[src/source/exec_consts.svh]
// Execute stage sizing constants for data, tags, registers and multiply latency
`ifndef EXEC_CONSTS_SVH
`define EXEC_CONSTS_SVH

// Operand and result width
`define EXEC_XLEN 32

`define EXEC_TAG_BITS 4
`define EXEC_REG_BITS 6

// Multiply latency in cycles from issue to writeback
`define EXEC_MULT_STAGES 4

`endif

[src/source/exec_pkg.sv]
// Execute stage types shared by the functional units and the writeback merge
`include "exec_consts.svh"

package exec_pkg;

  typedef enum logic [3:0] {
    OP_ADD    = 4'h0,
    OP_SUB    = 4'h1,
    OP_SLT    = 4'h2,
    OP_SLTU   = 4'h3,
    OP_AND    = 4'h4,
    OP_OR     = 4'h5,
    OP_XOR    = 4'h6,
    OP_SLL    = 4'h7,
    OP_SRL    = 4'h8,
    OP_SRA    = 4'h9,
    // Multiply class
    OP_MUL    = 4'ha,
    OP_MULH   = 4'hb,
    OP_MULHSU = 4'hc,
    OP_MULHU  = 4'hd
  } exec_op_t;

  typedef struct packed {
    logic                      valid;
    exec_op_t                  op;
    logic [`EXEC_XLEN-1:0]     opa;
    logic [`EXEC_XLEN-1:0]     opb;
    logic [`EXEC_TAG_BITS-1:0] tag;
    logic [`EXEC_REG_BITS-1:0] dest;
  } issue_t;

  typedef struct packed {
    logic                      valid;
    logic [`EXEC_TAG_BITS-1:0] tag;
    logic [`EXEC_REG_BITS-1:0] dest;
    logic [`EXEC_XLEN-1:0]     data;
  } result_t;

  function automatic logic is_mult_op(input exec_op_t op);
    return (op == OP_MUL) || (op == OP_MULH) || (op == OP_MULHSU) || (op == OP_MULHU);
  endfunction

endpackage

[src/source/fu_fast_int.sv]
// Fast integer unit, single-cycle ALU with a result slot held until writeback grants it
`include "exec_consts.svh"

module fu_fast_int (
  input  logic              clock,
  input  logic              reset,
  input  exec_pkg::issue_t  issue,
  input  logic              fast_grant,
  output exec_pkg::result_t fast_result,
  output logic              fast_ready
);
  import exec_pkg::*;

  localparam int shamt_bits = $clog2(`EXEC_XLEN);

  logic                      capture;
  logic [shamt_bits-1:0]     shamt;
  logic [`EXEC_XLEN-1:0]     alu_out;
  logic                      slot_valid;
  logic [`EXEC_TAG_BITS-1:0] tag_q;
  logic [`EXEC_REG_BITS-1:0] dest_q;
  logic [`EXEC_XLEN-1:0]     data_q;

  // Slot frees this cycle if the merge takes it
  assign fast_ready = !slot_valid || fast_grant;
  assign capture    = issue.valid && !is_mult_op(issue.op) && fast_ready;
  assign shamt      = issue.opb[shamt_bits-1:0];

  always_comb begin
    case (issue.op)
      OP_ADD:  alu_out = issue.opa + issue.opb;
      OP_SUB:  alu_out = issue.opa - issue.opb;
      OP_SLT:  alu_out = {{(`EXEC_XLEN-1){1'b0}}, $signed(issue.opa) < $signed(issue.opb)};
      OP_SLTU: alu_out = {{(`EXEC_XLEN-1){1'b0}}, issue.opa < issue.opb};
      OP_AND:  alu_out = issue.opa & issue.opb;
      OP_OR:   alu_out = issue.opa | issue.opb;
      OP_XOR:  alu_out = issue.opa ^ issue.opb;
      OP_SLL:  alu_out = issue.opa << shamt;
      OP_SRL:  alu_out = issue.opa >> shamt;
      OP_SRA:  alu_out = $signed(issue.opa) >>> shamt;
      default: alu_out = '0;
    endcase
  end

  always_ff @(posedge clock) begin
    if (reset) begin
      slot_valid <= 1'b0;
    end else if (capture) begin
      slot_valid <= 1'b1;
    end else if (fast_grant) begin
      slot_valid <= 1'b0;
    end
  end

  always_ff @(posedge clock) begin
    if (capture) begin
      tag_q  <= issue.tag;
      dest_q <= issue.dest;
      data_q <= alu_out;
    end
  end

  always_comb begin
    fast_result.valid = slot_valid;
    fast_result.tag   = tag_q;
    fast_result.dest  = dest_q;
    fast_result.data  = data_q;
  end

endmodule

[src/source/mult_pipe.sv]
// Pipelined multiplier, partial products accumulated over a configurable number of stages
`include "exec_consts.svh"

module mult_pipe #(
  parameter int stages = 4
) (
  input  logic                    clock,
  input  logic                    reset,
  input  logic                    start,
  input  logic [1:0]              sign,
  input  logic [`EXEC_XLEN-1:0]   mcand,
  input  logic [`EXEC_XLEN-1:0]   mplier,
  output logic [2*`EXEC_XLEN-1:0] product,
  output logic                    done
);
  localparam int prod_width = 2 * `EXEC_XLEN;
  // Multiplier bits retired per stage
  localparam int slice_bits = (prod_width + stages - 1) / stages;

  logic [prod_width-1:0] mcand_ext;
  logic [prod_width-1:0] mplier_ext;
  // Operands already shifted for the stage after i
  logic [prod_width-1:0] mcand_q  [1:stages-1];
  logic [prod_width-1:0] mplier_q [1:stages-1];
  logic [prod_width-1:0] prod_q   [1:stages];
  logic [stages:1]       valid_q;

  function automatic logic [prod_width-1:0] partial(input logic [prod_width-1:0] a,
                                                    input logic [prod_width-1:0] b);
    return a * prod_width'(b[slice_bits-1:0]);
  endfunction

  // sign[1] for mcand, sign[0] for mplier
  assign mcand_ext  = {{`EXEC_XLEN{sign[1] & mcand[`EXEC_XLEN-1]}}, mcand};
  assign mplier_ext = {{`EXEC_XLEN{sign[0] & mplier[`EXEC_XLEN-1]}}, mplier};

  always_ff @(posedge clock) begin
    if (reset) begin
      valid_q <= '0;
    end else begin
      valid_q[1] <= start;
      for (int i = 2; i <= stages; i++) begin
        valid_q[i] <= valid_q[i-1];
      end
    end
  end

  // First stage works straight on the extended inputs
  always_ff @(posedge clock) begin
    mcand_q[1]  <= mcand_ext << slice_bits;
    mplier_q[1] <= mplier_ext >> slice_bits;
    prod_q[1]   <= partial(mcand_ext, mplier_ext);
    for (int i = 2; i < stages; i++) begin
      mcand_q[i]  <= mcand_q[i-1] << slice_bits;
      mplier_q[i] <= mplier_q[i-1] >> slice_bits;
    end
    for (int i = 2; i <= stages; i++) begin
      prod_q[i] <= prod_q[i-1] + partial(mcand_q[i-1], mplier_q[i-1]);
    end
  end

  // Low prod_width bits of the sum equal the signed product
  assign product = prod_q[stages];
  assign done    = valid_q[stages];

endmodule

[src/source/fu_mult.sv]
// Multiply unit, drives the multiplier pipeline and carries tags alongside it
`include "exec_consts.svh"

module fu_mult (
  input  logic              clock,
  input  logic              reset,
  input  exec_pkg::issue_t  issue,
  output exec_pkg::result_t mult_result
);
  import exec_pkg::*;

  typedef struct packed {
    exec_op_t                  op;
    logic [`EXEC_TAG_BITS-1:0] tag;
    logic [`EXEC_REG_BITS-1:0] dest;
  } mult_meta_t;

  logic                    start;
  logic [1:0]              sign;
  logic [2*`EXEC_XLEN-1:0] product;
  logic                    done;
  mult_meta_t              meta_q [`EXEC_MULT_STAGES];
  mult_meta_t              meta_out;

  assign start = issue.valid && is_mult_op(issue.op);

  always_comb begin
    case (issue.op)
      OP_MUL:    sign = 2'b11;
      OP_MULH:   sign = 2'b11;
      OP_MULHSU: sign = 2'b10;
      default:   sign = 2'b00;
    endcase
  end

  mult_pipe #(.stages(`EXEC_MULT_STAGES)) u_mult_pipe (
    .clock  (clock),
    .reset  (reset),
    .start  (start),
    .sign   (sign),
    .mcand  (issue.opa),
    .mplier (issue.opb),
    .product(product),
    .done   (done)
  );

  // Tag pipe runs as deep as the multiplier so done lines up with its last entry
  always_ff @(posedge clock) begin
    meta_q[0] <= '{op: issue.op, tag: issue.tag, dest: issue.dest};
    for (int i = 1; i < `EXEC_MULT_STAGES; i++) begin
      meta_q[i] <= meta_q[i-1];
    end
  end

  assign meta_out = meta_q[`EXEC_MULT_STAGES-1];

  always_comb begin
    mult_result.valid = done;
    mult_result.tag   = meta_out.tag;
    mult_result.dest  = meta_out.dest;
    mult_result.data  = (meta_out.op == OP_MUL) ? product[`EXEC_XLEN-1:0]
                                                : product[2*`EXEC_XLEN-1:`EXEC_XLEN];
  end

endmodule

[src/source/writeback_merge.sv]
// Writeback merge, shares the single result port between the multiply and fast units

module writeback_merge (
  input  exec_pkg::result_t fast_result,
  input  exec_pkg::result_t mult_result,
  output exec_pkg::result_t wb_result,
  output logic              fast_grant
);

  // Multiply results cannot stall, so they always win the port.
  // The fast slot waits and keeps its result until a free cycle.
  always_comb begin
    if (mult_result.valid) begin
      wb_result  = mult_result;
      fast_grant = 1'b0;
    end else begin
      wb_result  = fast_result;
      fast_grant = fast_result.valid;
    end
  end

endmodule

[src/source/exec_unit.sv]
// Integer execute stage with fast ALU and pipelined multiply sharing one writeback port

module exec_unit (
  input  logic              clock,
  input  logic              reset,
  input  exec_pkg::issue_t  issue,
  output logic              fast_ready,
  output exec_pkg::result_t wb_result
);
  import exec_pkg::*;

  result_t fast_result;
  result_t mult_result;
  logic    fast_grant;

  fu_fast_int u_fast_int (
    .clock      (clock),
    .reset      (reset),
    .issue      (issue),
    .fast_grant (fast_grant),
    .fast_result(fast_result),
    .fast_ready (fast_ready)
  );

  fu_mult u_mult (
    .clock      (clock),
    .reset      (reset),
    .issue      (issue),
    .mult_result(mult_result)
  );

  writeback_merge u_merge (
    .fast_result(fast_result),
    .mult_result(mult_result),
    .wb_result  (wb_result),
    .fast_grant (fast_grant)
  );

endmodule

[config.mk]
export PLATFORM = sky130hd
export DESIGN_NAME = exec_unit
export DESIGN_NICKNAME = d
export VERILOG_FILES = /design/src/source/exec_pkg.sv /design/src/source/fu_fast_int.sv /design/src/source/mult_pipe.sv /design/src/source/fu_mult.sv /design/src/source/writeback_merge.sv /design/src/source/exec_unit.sv
export VERILOG_INCLUDE_DIRS = /design/src /design/src/source
export SDC_FILE = /design/constraint.sdc
export NUM_CORES = 2
export LEC_CHECK = 0
export BUFFER_PORTS_ARGS = -buffer_cell sky130_fd_sc_hd__buf_2
export CAP_MARGIN = 25
export CORE_UTILIZATION = 50
export CTS_CLUSTER_SIZE = 8
export DETAILED_ROUTE_END_ITERATION = 12
export PLACE_DENSITY = 0.68
export SYNTH_ARGS = -nofsm -noshare
export SYNTH_HDL_FRONTEND = slang
export SYNTH_SLANG_ARGS = --single-unit
[constraint.sdc]
create_clock -name clock -period 18.8 [get_ports clock]
set_clock_uncertainty 0.2 [all_clocks]
set_input_delay 0.94 -clock clock [delete_from_list [all_inputs] [get_ports clock]]
set_output_delay 0.94 -clock clock [all_outputs]
set_load 0.005 [all_outputs]
; Word-level counts from Yosys, hierarchy flattened
; Memories as Yosys holds them, arrays and structs flattened.
; Cells that the tools add are included.
[totals]
ff_bits = 47
ram_bits = 600
input_bits = 81
out_inout_bits = 44
wordCells = 61
mem_count = 4
[classes]
n_addsub = 5
mul = 4
n_lt_le_gt_ge = 2
n_eq_ne = 14
shifts = 3
n_mux = 7
bitwise_logic = 5
n_reduce_logical = 12
[memory_table]
columns = memory, words, width, rd, rd_ports_with_merged_regs, write_ports, line_no
row1 = u_mult.u_mult_pipe.prod_q, 4, 64, 4, 0, 4, mult_pipe.sv:25  ; logic [prod_width-1:0] prod_q [1:stages];
row2 = u_mult.u_mult_pipe.mcand_q, 3, 48, 3, 0, 3, mult_pipe.sv:23  ; logic [prod_width-1:0] mcand_q [1:stages-1];
row3 = u_mult.u_mult_pipe.mplier_q, 3, 48, 3, 0, 3, mult_pipe.sv:24  ; logic [prod_width-1:0] mplier_q [1:stages-1];
row4 = u_mult.meta_q, 4, 14, 4, 0, 4, fu_mult.sv:22  ; mult_meta_t meta_q [`EXEC_MULT_STAGES];
[ops]
columns = cell, n
row1 = one-hot mux 32 bit (10 select lines), 1
row2 = adder 64 bit, 3
row3 = multiplier 64 x 16 -> 64 bit, 3
row4 = less-than comparator 32 bit, 2
row5 = multiplier 33 x 17 -> 50 bit, 1
row6 = two-way mux 43 bit, 1
row7 = adder 32 bit, 1
row8 = bitwise AND 32 bit, 1
row9 = two-way mux 32 bit, 1
row10 = bitwise OR 32 bit, 1
row11 = << shifter 32 x 5 -> 32 bit, 1
row12 = right shift 32 x 5 -> 32 bit, 1
row13 = >>> shifter 32 x 5 -> 32 bit, 1
row14 = subtractor 32 bit, 1
row15 = bitwise XOR 32 bit, 1
row16 = "equality test 4 bit, second input constant", 7
row17 = "equality test 4 x 3 -> 1 bit, second input constant", 4
row18 = "equality test 4 x 2 -> 1 bit, second input constant", 2
row19 = "equality test 4 x 1 -> 1 bit, second input constant", 1
row20 = logical NOT 4 bit, 1
row21 = logical OR 1 bit, 4
row22 = one-hot mux 2 bit (2 select lines), 1
row23 = logical AND 1 bit, 3
row24 = two-way mux 1 bit, 3
row25 = other kinds (4), 6

; Logic depth before layout (Yosys ltp)
[depth]
depth_word = 8
depth_mapped = 32
depth_no_buf = 29

; Hierarchy
; Synthesis repeated with hierarchy kept, for this count alone.
[hier_totals]
hier_cells = 7227
area_unflattened_um2 = 67692.4
[modules_own_cells]
columns = module, n_inst, cells_each, area_each_um2, seq_area_each_um2
row1 = mult_pipe, 1, 5792, 55485.7, 6926.6
row2 = fu_fast_int, 1, 1276, 9690.5, 1281.2
row3 = fu_mult, 1, 110, 1796.7, 1121.1
row4 = writeback_merge, 1, 49, 719.4, 0.0

; Worst setup path after synthesis
; No wires, ideal clock.
[synth_path]
kind = input-to-reg
from = in issue[13] (netlist bit)
to = reg, netlist name u_mult.u_mult_pipe.prod_q[0][127]
setup_time_ns = 0.072
t_arrival_ns = 7.976
required_ns = 18.528
slack_ns = 10.552
cell_stages = 28
path_buffers = 6
cell_sequence = clkbuf_1 buf_1 clkbuf_1 clkbuf_1 clkbuf_1 clkbuf_1 nand2_1 fa_1 inv_1 fa_1 inv_1 fa_1 inv_1 fa_1 fa_1 inv_1 fa_1 inv_1 ha_1 or2_2 a21oi_1 nor2_1 a221oi_1 o21ai_1 a211oi_1 o31ai_1 a21oi_1 xnor2_1
[synth_lines]
columns = item, line_no
row1 = "start, declared", exec_unit.sv:6  ; input exec_pkg::issue_t issue,

==> results.txt <==
Run status: complete, no violations
Maxcap violations: 0
Clock tree buffer depth: 3
Die height: 365.8 µm
Post-Synth Simple-Gate Area: 11.29%
First-pass GRT wire length: 316.9 mm
Initial cell density of the core: 50.39%
Worst-Margin Slew: 1098 ps
Residual DRC count: 0
Largest family of logic cells by synthesized area: adder cells
DR iter-0 viols: 4802
CTS Hold Bufs: 0
Overflow after GRT: 0
Die area: 133800 µm²
Setup violators final: 0
Final ANT Viol Nets: 0
Number of placed cells counting well taps: 8963
Crit path kind: flip-flop to flip-flop
Yosys Warn Count: 0
Layout cell share with drive strength beyond 1: 4.991%
Cell Rows: 133
Most frequent cells in the layout: inv_1, fa_1, nand2_1
Horiz. Die Dim: 365.8 µm
Post-synthesis mux area share: 2.735%
Asr flop ratio synth: 0%
Final nets: 9111
Xor/xnor share of the synthesized area: 2.529%
Element type at the critical path start: flip-flop
CTS Buf Count: 68
CTS tree: done
Number of global-route vias before repair: 53300
Final hold vios: 0
Crit path DAT: 8740 ps
Compound-Gate Fraction of Synth Area: 8.242%
Largest net degree at the start of global routing: 64
PostCTS Resize Cnt: 0
Wirelength, routed: 202.9 mm
HPWL Detailed: 163.2 mm
Worst-path fanout max: 33
Area delta synth->final: 6.358%
H-tree depth: 3
Fin cells: 9070
Worst-Skew Late Latency: 670 ps
Worst Hold Class: flip-flop to flip-flop
IO Pins: 125
Core Box Area: 131300 µm²
Tot GR Track Use: 31.06%
Clock-pin slew on the worst setup and hold paths: 60 ps
#FFs+latches synth: 445
Post-Synth Adder-Cell Area: 48.35%
Vias per inst: 5.498
Routability cong.: 1.042
Via count: 49870
Cell area after synthesis: 66160 µm²
Initial antenna violation count: 15
1st-pass router iterations: 7
Drt wl/cell: 22.37 µm
RSZ-0062 raised after global routing: no
CTS root buffer: clkbuf_16
Synth cell types: 86
Avg Inst Size Synth: 9.015 µm²
# port buffers: 124
Worst Setup End Kind: flip-flop
Post-synthesis instance total: 7339
Seq/Total Area, Yosys: 14.10%
Tmin final: 8425 ps
Most common cell after layout, fill and taps aside: inv_1
WP data required: 19110 ps
Max Transition Viols Final: 0
Number of flops mapped to enable cells by yosys: 42
TNS Setup: 0 ps
Slew margin rel.: 26.45%
Setup bufs post-CTS: 0
F_max: 0.1187 GHz
Fin crit share: 44.81%
Clock Sinks: 445
Main synth FF type: dfxtp_1
Syn nets: 9171
-- critical path, cell delays in order, from the launching register on --
cell,delay [ps]
dfxtp_2,820
nand2_1,200
fa_1,550
fa_1,520
fa_1,520
inv_1,50
fa_1,490
fa_1,490
inv_1,50
fa_1,470
inv_1,40
ha_1,350
a211oi_1,350
nor2_1,110
o41ai_1,630
a41oi_1,330
a311oi_1,780
o31ai_1,320
a221oi_1,550
o21ai_0,150
a21oi_1,190
xnor2_1,80
-- per-stage QoR --
step	area (µm²)	util (%)	hold WS, ps	setup slack [ps]
after floorplan	66160	-	109.6	10550
after global placement	68270	52.00	109.7	10380
after detailed placement	68280	52.01	112.1	10170
after CTS	70350	53.58	99.64	10420
after global routing	70360	53.59	113.3	10110
final	70370	53.59	108.0	10380
-- final timing paths --
| path | startpoint | to | slack [ps] | cells after the start |
|---|---|---|---|---|
| worst max-delay path | u_mult.u_mult_pipe.mplier_q[0][49] | u_mult.u_mult_pipe.prod_q[0][191] | 10380 | 21 |
| worst min-delay path | u_mult.u_mult_pipe.mplier_q[0][95] | u_mult.u_mult_pipe.mplier_q[0][127] | 110 | 0 |
| worst max register to register | u_mult.u_mult_pipe.mplier_q[0][49] | u_mult.u_mult_pipe.prod_q[0][191] | 10380 | 21 |
| worst min register to register | u_mult.u_mult_pipe.mplier_q[0][95] | u_mult.u_mult_pipe.mplier_q[0][127] | 110 | 0 |
-- sequential cells by signal, summed over array words and instances, names as in the netlist --
signal / count
u_fast_int.data_q: 32
u_mult.u_mult_pipe.mplier_q: 19
u_mult.u_mult_pipe.valid_q: 4
u_fast_int.dest_q: 6
u_fast_int.tag_q: 4
u_mult.u_mult_pipe.mcand_q: 81
u_fast_int.slot_valid: 1
u_mult.u_mult_pipe.prod_q: 242
u_mult.meta_q: 56
-- Yosys cell counts (9+ instances only) --
cell / number / area, µm²
o2111ai_1: 11 / 96.34
a211o_1: 15 / 131.4
inv_1: 1916 / 7192
nand4_1: 11 / 68.82
a221oi_1: 22 / 192.7
xor2_1: 33 / 289.0
xnor2_1: 158 / 1384
nor2b_1: 35 / 219.0
o21ai_0: 184 / 920.9
dfxtp_1: 403 / 8068
clkbuf_1: 265 / 994.7
or3_1: 14 / 87.58
a21o_1: 84 / 630.6
clkinv_1: 11 / 41.29
o211ai_1: 17 / 127.6
nand2_1: 908 / 3408
nand3_1: 47 / 235.2
nor2_1: 378 / 1419
fa_1: 1341 / 26850
a221o_1: 9 / 90.09
mux4_2: 30 / 675.7
buf_2: 11 / 55.05
nor3_1: 38 / 190.2
a21oi_1: 261 / 1306
o21bai_1: 22 / 165.2
o22ai_1: 30 / 187.7
nand2b_1: 30 / 187.7
edfxtp_1: 42 / 1261
or2_2: 12 / 75.07
mux2_2: 18 / 202.7
and2_1: 176 / 1101
o21a_1: 23 / 172.7
and3_1: 27 / 168.9
buf_1: 37 / 138.9
mux2i_1: 93 / 930.9
a211oi_1: 38 / 285.3
a31oi_1: 19 / 118.9
a22oi_1: 14 / 105.1
o31ai_1: 16 / 120.1
ha_1: 410 / 5130
-- area by class of cell --
cell class                      instances  area [µm²]
Multi-Input combinational cell       4651       48430
Timing Repair Buffer                  184        1076
Inverter                             1929        7241
Sequential cell                       445        9345
Antenna cell                            2       5.005
Clock inverter                         11       245.2
Fill cell                           11950       60930
Tap cell                             1755        2196
Clock buffer                           93        1826
-- kinds of logic (layout without fill, tap and decap cells) --
family / count (synthesis) / in the layout
simple gates: 1715 / 1715
mux: 141 / 141
buf+inv: 2243 / 2217
flops: 445 / 445
other cells: 0 / 2
compound gates: 852 / 852
xor+xnor: 191 / 191
fa+ha+maj: 1752 / 1752
-- routing by layer --
metal  global-route usage (%)  wire length [µm]
met1                    42.41             83200
met2                    48.55             91390
met3                    6.983             20670
met4                    11.13              7562
met5                        0                77
Power is not shown: default switching activity piles up to over one toggle a cycle in this logic, so the estimate is an artifact.
